===== src/req_pkg.sv =====
/*
  User request definitions for the link master.
  Field widths of the write request and the packed request
  struct, which also serves as the packet payload.
*/

`default_nettype none

package req_pkg;

  ////////////////////////////////////////////////////////////
  // Field widths
  ////////////////////////////////////////////////////////////

  // Request id, small tag returned by nobody here
  localparam int unsigned ID_W   = 4;
  localparam int unsigned ADDR_W = 32;
  localparam int unsigned DATA_W = 32;
  // One strobe bit per data byte
  localparam int unsigned STRB_W = DATA_W / 8;

  ////////////////////////////////////////////////////////////
  // Write request, 72 bits
  ////////////////////////////////////////////////////////////

  typedef struct packed {
    logic [ID_W-1:0]   id;
    logic [ADDR_W-1:0] addr;
    logic [DATA_W-1:0] data;
    logic [STRB_W-1:0] strb;
  } req_t;

endpackage

`default_nettype wire

===== src/link_pkg.sv =====
/*
  PHY side definitions for the link master.
  Word width, credit counter width, padding and strobe value,
  plus the transmit and receive PHY word layouts.
*/

`default_nettype none

package link_pkg;

  ////////////////////////////////////////////////////////////
  // Link constants
  ////////////////////////////////////////////////////////////

  localparam int unsigned PHY_W  = 80;
  localparam int unsigned CRED_W = 8;

  // Spare bits above the payload in a transmit word
  localparam int unsigned PAD_W  = PHY_W - 2 - $bits(req_pkg::req_t);

  // Strobe is persistent, sent high in every online word
  localparam logic STB_ON = 1'b1;

  ////////////////////////////////////////////////////////////
  // PHY words, strobe and credit sit in bit 0
  ////////////////////////////////////////////////////////////

  typedef struct packed {
    logic [PAD_W-1:0] pad;
    req_pkg::req_t    payload;
    logic             pushbit;
    logic             strobe;
  } tx_word_t;

  typedef struct packed {
    logic [PHY_W-2:0] unused;
    logic             credit;
  } rx_word_t;

endpackage

`default_nettype wire


===== src/ll_master_top.sv =====
/*
  Top level of the write-only link master.
  Request packer, transmit FIFO and link framer in a chain
  from the user handshake to the 80-bit PHY word.
*/

`default_nettype none

module ll_master_top #(
  parameter int unsigned FIFO_DEPTH = 4
) (
  input  logic                        clk_wr,
  input  logic                        rst,

  // Link control
  input  logic                        tx_online,
  input  logic [link_pkg::CRED_W-1:0] init_credit,

  // User request
  input  req_pkg::req_t               req,
  input  logic                        req_valid,
  output logic                        req_ready,

  // PHY interconnect
  output link_pkg::tx_word_t          tx_phy,
  input  link_pkg::rx_word_t          rx_phy
);

  ////////////////////////////////////////////////////////////
  // Interconnect
  ////////////////////////////////////////////////////////////

  req_pkg::req_t pkt;
  logic          pkt_valid;
  logic          pkt_ready;

  req_pkg::req_t head;
  logic          head_valid;
  logic          head_pop;

  ////////////////////////////////////////////////////////////
  // Producer, buffer, consumer
  ////////////////////////////////////////////////////////////

  req_packer u_req_packer (
    .clk_wr    (clk_wr),
    .rst       (rst),
    .req       (req),
    .req_valid (req_valid),
    .req_ready (req_ready),
    .pkt       (pkt),
    .pkt_valid (pkt_valid),
    .pkt_ready (pkt_ready)
  );

  link_tx_fifo #(
    .FIFO_DEPTH (FIFO_DEPTH)
  ) u_link_tx_fifo (
    .clk_wr     (clk_wr),
    .rst        (rst),
    .pkt        (pkt),
    .pkt_valid  (pkt_valid),
    .pkt_ready  (pkt_ready),
    .head       (head),
    .head_valid (head_valid),
    .head_pop   (head_pop)
  );

  link_framer u_link_framer (
    .clk_wr      (clk_wr),
    .rst         (rst),
    .tx_online   (tx_online),
    .init_credit (init_credit),
    .rx_phy      (rx_phy),
    .head        (head),
    .head_valid  (head_valid),
    .head_pop    (head_pop),
    .tx_phy      (tx_phy)
  );

endmodule

`default_nettype wire


===== src/link_framer.sv =====
/*
  Link framer, the consumer stage of the link master.
  Transmit credit counter, pop decision and the registered
  outgoing PHY word with strobe, pushbit and payload.
*/

`default_nettype none

module link_framer (
  input  logic                        clk_wr,
  input  logic                        rst,

  // Link control
  input  logic                        tx_online,
  input  logic [link_pkg::CRED_W-1:0] init_credit,
  input  link_pkg::rx_word_t          rx_phy,

  // FIFO head
  input  req_pkg::req_t               head,
  input  logic                        head_valid,
  output logic                        head_pop,

  // PHY output
  output link_pkg::tx_word_t          tx_phy
);

  logic [link_pkg::CRED_W-1:0] tx_credit;
  logic [link_pkg::CRED_W-1:0] cred_add;
  logic [link_pkg::CRED_W-1:0] cred_sub;
  logic                        have_credit;

  ////////////////////////////////////////////////////////////
  // Pop decision
  ////////////////////////////////////////////////////////////

  assign have_credit = (tx_credit != '0);

  // Only online, with a packet waiting and at least one credit
  assign head_pop = tx_online & head_valid & have_credit;

  ////////////////////////////////////////////////////////////
  // Transmit credit
  ////////////////////////////////////////////////////////////

  // One unit returned or spent per cycle
  assign cred_add = {{(link_pkg::CRED_W-1){1'b0}}, rx_phy.credit};
  assign cred_sub = {{(link_pkg::CRED_W-1){1'b0}}, head_pop};

  always_ff @(posedge clk_wr) begin
    if (rst) begin
      tx_credit <= '0;
    end else if (!tx_online) begin
      // Offline the far end grants its starting credit
      tx_credit <= init_credit;
    end else begin
      tx_credit <= tx_credit + cred_add - cred_sub;
    end
  end

  ////////////////////////////////////////////////////////////
  // Outgoing word
  ////////////////////////////////////////////////////////////

  always_ff @(posedge clk_wr) begin
    if (rst) begin
      tx_phy <= '0;
    end else if (!tx_online) begin
      tx_phy <= '0;
    end else begin
      tx_phy.pad     <= '0;
      tx_phy.strobe  <= link_pkg::STB_ON;
      tx_phy.pushbit <= head_pop;
      // Idle words carry a zero payload
      if (head_pop) begin
        tx_phy.payload <= head;
      end else begin
        tx_phy.payload <= '0;
      end
    end
  end

endmodule

`default_nettype wire


===== src/link_tx_fifo.sv =====
/*
  Transmit FIFO of the link master.
  Circular buffer of packets between the packer and the framer.
  Pointers carry an extra wrap bit to tell full from empty.
*/

`default_nettype none

module link_tx_fifo #(
  parameter int unsigned FIFO_DEPTH = 4
) (
  input  logic          clk_wr,
  input  logic          rst,

  // Write side
  input  req_pkg::req_t pkt,
  input  logic          pkt_valid,
  output logic          pkt_ready,

  // Read side
  output req_pkg::req_t head,
  output logic          head_valid,
  input  logic          head_pop
);

  localparam int unsigned ADDR_W = $clog2(FIFO_DEPTH);

  req_pkg::req_t mem [FIFO_DEPTH];

  // Address bits plus wrap bit on top
  logic [ADDR_W:0] wr_ptr;
  logic [ADDR_W:0] rd_ptr;

  logic full;
  logic empty;
  logic wr_en;
  logic rd_en;

  ////////////////////////////////////////////////////////////
  // Status
  ////////////////////////////////////////////////////////////

  // Same address, opposite lap means full
  assign full  = (wr_ptr[ADDR_W] != rd_ptr[ADDR_W]) &&
                 (wr_ptr[ADDR_W-1:0] == rd_ptr[ADDR_W-1:0]);
  assign empty = (wr_ptr == rd_ptr);

  // A pop frees the slot that a full FIFO writes into
  assign pkt_ready  = ~full | head_pop;
  assign head_valid = ~empty;

  assign wr_en = pkt_valid & pkt_ready;
  assign rd_en = head_pop & ~empty;

  ////////////////////////////////////////////////////////////
  // Pointers and storage
  ////////////////////////////////////////////////////////////

  always_ff @(posedge clk_wr) begin
    if (rst) begin
      wr_ptr <= '0;
      rd_ptr <= '0;
    end else begin
      if (wr_en) begin
        wr_ptr <= wr_ptr + 1'b1;
      end
      if (rd_en) begin
        rd_ptr <= rd_ptr + 1'b1;
      end
    end
  end

  always_ff @(posedge clk_wr) begin
    if (wr_en) begin
      mem[wr_ptr[ADDR_W-1:0]] <= pkt;
    end
  end

  // Head read is combinational from the storage array
  assign head = mem[rd_ptr[ADDR_W-1:0]];

endmodule

`default_nettype wire


===== src/req_packer.sv =====
/*
  Request packer, the producer stage of the link master.
  One-entry packet register between the user handshake and
  the transmit FIFO, with pass-through ready for full rate.
*/

`default_nettype none

module req_packer (
  input  logic          clk_wr,
  input  logic          rst,

  // User side
  input  req_pkg::req_t req,
  input  logic          req_valid,
  output logic          req_ready,

  // Towards the transmit FIFO
  output req_pkg::req_t pkt,
  output logic          pkt_valid,
  input  logic          pkt_ready
);

  // Set one cycle after reset release, user side stays closed until then
  logic accept_en;
  logic req_fire;

  ////////////////////////////////////////////////////////////
  // Handshake
  ////////////////////////////////////////////////////////////

  // Register empty, or its packet leaves in this same cycle
  assign req_ready = accept_en & (~pkt_valid | pkt_ready);
  assign req_fire  = req_valid & req_ready;

  always_ff @(posedge clk_wr) begin
    if (rst) begin
      accept_en <= 1'b0;
      pkt_valid <= 1'b0;
    end else begin
      accept_en <= 1'b1;
      if (req_ready) begin
        pkt_valid <= req_valid;
      end
    end
  end

  ////////////////////////////////////////////////////////////
  // Packet register
  ////////////////////////////////////////////////////////////

  always_ff @(posedge clk_wr) begin
    if (req_fire) begin
      pkt <= req;
    end
  end

endmodule

`default_nettype wire


===== config.mk =====
export PLATFORM = sky130hd
export DESIGN_NAME = ll_master_top
export DESIGN_NICKNAME = d
export VERILOG_FILES = /design/src/req_pkg.sv /design/src/link_pkg.sv /design/src/ll_master_top.sv /design/src/link_framer.sv /design/src/link_tx_fifo.sv /design/src/req_packer.sv
export SDC_FILE = /design/constraint.sdc
export NUM_CORES = 1
export LEC_CHECK = 0
export BUFFER_PORTS_ARGS = -buffer_cell sky130_fd_sc_hd__buf_2
export CAP_MARGIN = 25
export CORE_AREA = 2 2 216 271
export DETAILED_ROUTE_END_ITERATION = 10
export DIE_AREA = 0 0 218 273
export SKIP_LAST_GASP = 1
export SLEW_MARGIN = 20
export SYNTH_ARGS = -nofsm -noshare
export SYNTH_HDL_FRONTEND = slang
export SYNTH_SLANG_ARGS = --single-unit

===== constraint.sdc =====
create_clock -name clk_wr -period 5.7 [get_ports clk_wr]
set_clock_uncertainty 0.2 [all_clocks]
set_input_delay 0.285 -clock clk_wr [delete_from_list [all_inputs] [get_ports clk_wr]]
set_output_delay 0.285 -clock clk_wr [all_outputs]
set_load 0.02 [all_outputs]

==> flow_summary.ini <==
[critical_path]
cp_max_fo = 24
critPathTopFamily = buffers and inverters
timing.critical_path.arrival_ps = 4240
cpMaxStageDelayCell = dfxtp_4
timing.critical_path.slowest_cell_delay_ps = 670
required_time_worst_endpoint_ps = 5960
crit_type = reg2reg
endpoint_class_of_the_critical_path = flip-flop
crit_chain = xnor2_1 -> and3_1 -> nor2_1 -> ha_1 -> inv_1 -> ha_1 -> inv_1 -> fa_1 -> xnor2_1 -> mux2i_1 -> dlygate4sd3_1 -> nor2_1 -> dlygate4sd3_1
setup.worst_path.start_class = flip-flop
critical_path_buf_inv_count = 4

[yosys]
synth_top_cell_by_area = edfxtp_1
post_synth_design_cell_area_um2 = 15800
synthesis.instances = 755
async_flop_share_pct = 0
synth_warnings = 0
ys_ff_latch = 450
synth_seq_area_share_pct = 79.8
count_of_flip_flops_with_a_built_in_enable_after_synthesis = 360
cell_types_occupying_the_most_area_after_synthesis = edfxtp_1, dfxtp_1, mux4_2
synthDistinctLibCells = 45
syn_avg_cell_area_um2 = 20.9
dominantRegCellSynth = edfxtp_1
yosysTopAreaCellShare_pct = 68.4

[power]
power_report.internal_total_mw = 5.67
irDropWorstVdd_mv = 0.224
static-leakage-power_nw = 6.90
pwr-share-seq_pct = 50.6
power.share.switching_pct = 22.0
power.switching_mw = 1.60
power-per-cell-area_nw_per_um2 = 363
clock_power_share_pct = 41.8
proportion_of_power_drawn_by_combinational_gates_pct = 7.5

[global_routing]
grt_pass1_wl_um = 47600
first_global_vias = 8120
grt_antenna_before_repair = 0
grt_util_all_layers_pct = 10.7
grt_start_max_net_pins = 58
overflow = 0

[timing]
final.period_utilization_pct = 69.9
setup_repair_after_global_routing_missed_its_margin = false
setup-violations-final = 0
period_needed_ps = 3980
timing_hold_violations_final = 0
tightest_slew_ps = 1010
timing.slew.headroom_pct = 32.8
fmax_mhz = 251
fin_tns_setup_ps = 0
slew_violations = 0
final.hold.worst_slack_ps = 83.7

[finish]
layout-area-overhead-vs-synth_pct = 26.4
num-nets-final = 1223
layout.filler_cells = 5361
antenna_cells_inserted = 0
layout-drive-gt1-share_pct = 31.2

[clock_network]
clk_latency_ps = 570
cts_max_path_buffers = 3
root_buffer = clkbuf_16
clk_transition_reported_paths_ps = 60
cts.htree.levels = 2
cts-buffers-inserted = 47
clock_sink_count = 450
cts_tree = built

[floorplan]
std_cell_rows = 98
starting_density_pct = 27.8
design.core.area_um2 = 56900
io_pins = 245
die_h_um = 273
die_w_um = 218
floorplan.die_area_um2 = 59500

[worst_hold_path]
hold_class = in2reg

[drt]
initialDrtViolationCount = 389
viasPerCell = 4.14
route.final.wire_length_um = 31700
remaining_drc_errors = 0
drt-pass1-iter-count = 4
ant_nets = 0
drt-wirelength-per-cell_um = 17.3
routed-via-count = 7581

[placed_design]
place_hpwl_um = 17600
portBuffers = 159
globalplace.congestion = 0.724

[status]
outcome = finished clean

[job]
maxCapViolCount = 0
==> through the flow <==
step	total power [mW]	cells	worst slack (ps)	area, um2	util (%)
5_1_grt	7.56	1831	1370	20000	35.1
3_5_place_dp	4.24	1649	2300	17500	30.7
6_report	7.26	1831	1720	20000	35.1
4_1_cts	7.39	1830	1680	20000	35.1
2_1_floorplan	4.10	760	524	15800	-
3_3_place_gp	4.23	1649	2360	17500	30.7
==> Yosys cell counts, types with 2 or more instances <==
cell type,count
and2_1,4
ha_1,16
nor2b_1,75
edfxtp_1,360
mux2_2,3
nand2_1,7
a211oi_1,2
buf_4,6
o21ai_0,5
xor2_1,2
mux4_2,72
nand3_1,4
nor2_1,16
nand3b_1,2
dfxtp_1,90
clkbuf_1,4
a21oi_1,8
buf_2,14
xnor2_1,6
buf_6,7
or3_1,4
inv_1,19
o21bai_1,2
a311oi_1,2
and3_1,2
mux2i_1,4
==> sequential cells by signal, summed over array words and instances (netlist names) <==
| signal | count |
|---|---|
| u_link_tx_fifo.mem | 288 |
| u_req_packer.accept_en | 1 |
| u_req_packer.pkt_valid | 1 |
| u_req_packer.pkt | 72 |
| u_link_framer.tx_phy | 74 |
| u_link_tx_fifo.rd_ptr | 3 |
| u_link_framer.tx_credit | 8 |
| u_link_tx_fifo.wr_ptr | 3 |
==> metal layers <==
layer  up-vias  wire length [um]  global-route usage [%]
li1       3503                 -                       -
met1      3857             13300                    12.7
met2       161             16300                    19.0
met3        60              1190                    2.00
met4         0               911                    4.21
met5         -                 0                       0
==> worst min-delay path: stages <==
cell    delay (ps)
buf_2          210
inv_1          210
nor2_1          90
==> cell type report <==
class	count	area, um2	area share [%]
flip-flops and latches	450	12600	63.1
inverters	19	71.3	0.357
well taps	750	938	4.70
clock inverters	30	302	1.51
repair buffers	265	1840	9.19
clock buffers	58	1250	6.25
multi-input cells	259	2970	14.9
==> path summary, 6_finish.rpt <==
| kind | from | endpoint | slack (ps) | cells past startpoint |
|---|---|---|---|---|
| worst max register to register | u_link_tx_fifo.rd_ptr[0]$_SDFFE_PP0P_ | u_link_framer.tx_credit[2]$_SDFF_PP0_ | 1720 | 13 |
| worst min-delay path | tx_online | u_link_framer.tx_phy[0]$_SDFF_PP0_ | 80 | 3 |
| worst min register to register | u_req_packer.pkt[34]$_DFFE_PP_ | u_link_tx_fifo.mem[1][34]$_DFFE_PP_ | 290 | 0 |
| worst max-delay path | u_link_tx_fifo.rd_ptr[0]$_SDFFE_PP0P_ | u_link_framer.tx_credit[2]$_SDFF_PP0_ | 1720 | 13 |
==> power by group through the flow <==
stage	sequential, mW	combinational [mW]	clock (mW)
floorplan	3.75	0.350	0
global placement	3.75	0.486	0
detailed placement	3.75	0.491	0
CTS	3.68	0.556	3.15
global route	3.69	0.604	3.26
finish	3.68	0.546	3.04
==> repair_timing <==
| item | 4_1_cts | 5_1_grt |
|---|---|---|
| hold buffers | 93 | 0 |
| buffers inserted | 0 | 0 |
| gates resized for setup | 0 | 0 |
| hold endpoints to repair | 86 | 0 |
==> logic make-up after synthesis <==
family | count (synthesis) | share of synthesized area [%]
mux | 80 | 10.8
buf+inv | 51 | 1.80
simple gates | 118 | 4.41
flops | 450 | 79.8
xor+xnor | 8 | 0.443
fa+ha+maj | 17 | 1.39
other cells | 1 | 0.0237
compound gates | 30 | 1.39
==> cells in the final DEF, fill, tap and decap left out, drive strengths merged, types with 2 or more instances in the layout <==
cell type,synthesis,final
dfxtp,90,90
nand3,5,5
xor2,2,2
mux2,4,4
inv,19,21
or3,4,4
clkbuf,4,58
a21boi,2,2
ha,16,16
clkinvlp,0,4
a211oi,2,2
mux4,72,72
a21oi,9,9
conb,1,6
clkinv,0,20
buf,28,172
dlygate4sd3,0,93
o21ai,5,5
xnor2,6,6
nor2b,75,75
and2,4,4
and3,3,3
o21bai,2,2
edfxtp,360,360
bufinv,0,4
nand3b,2,2
a311oi,2,2
nand2,7,7
mux2i,4,4
nor2,16,16
Power figures use the tool's default switching activity.
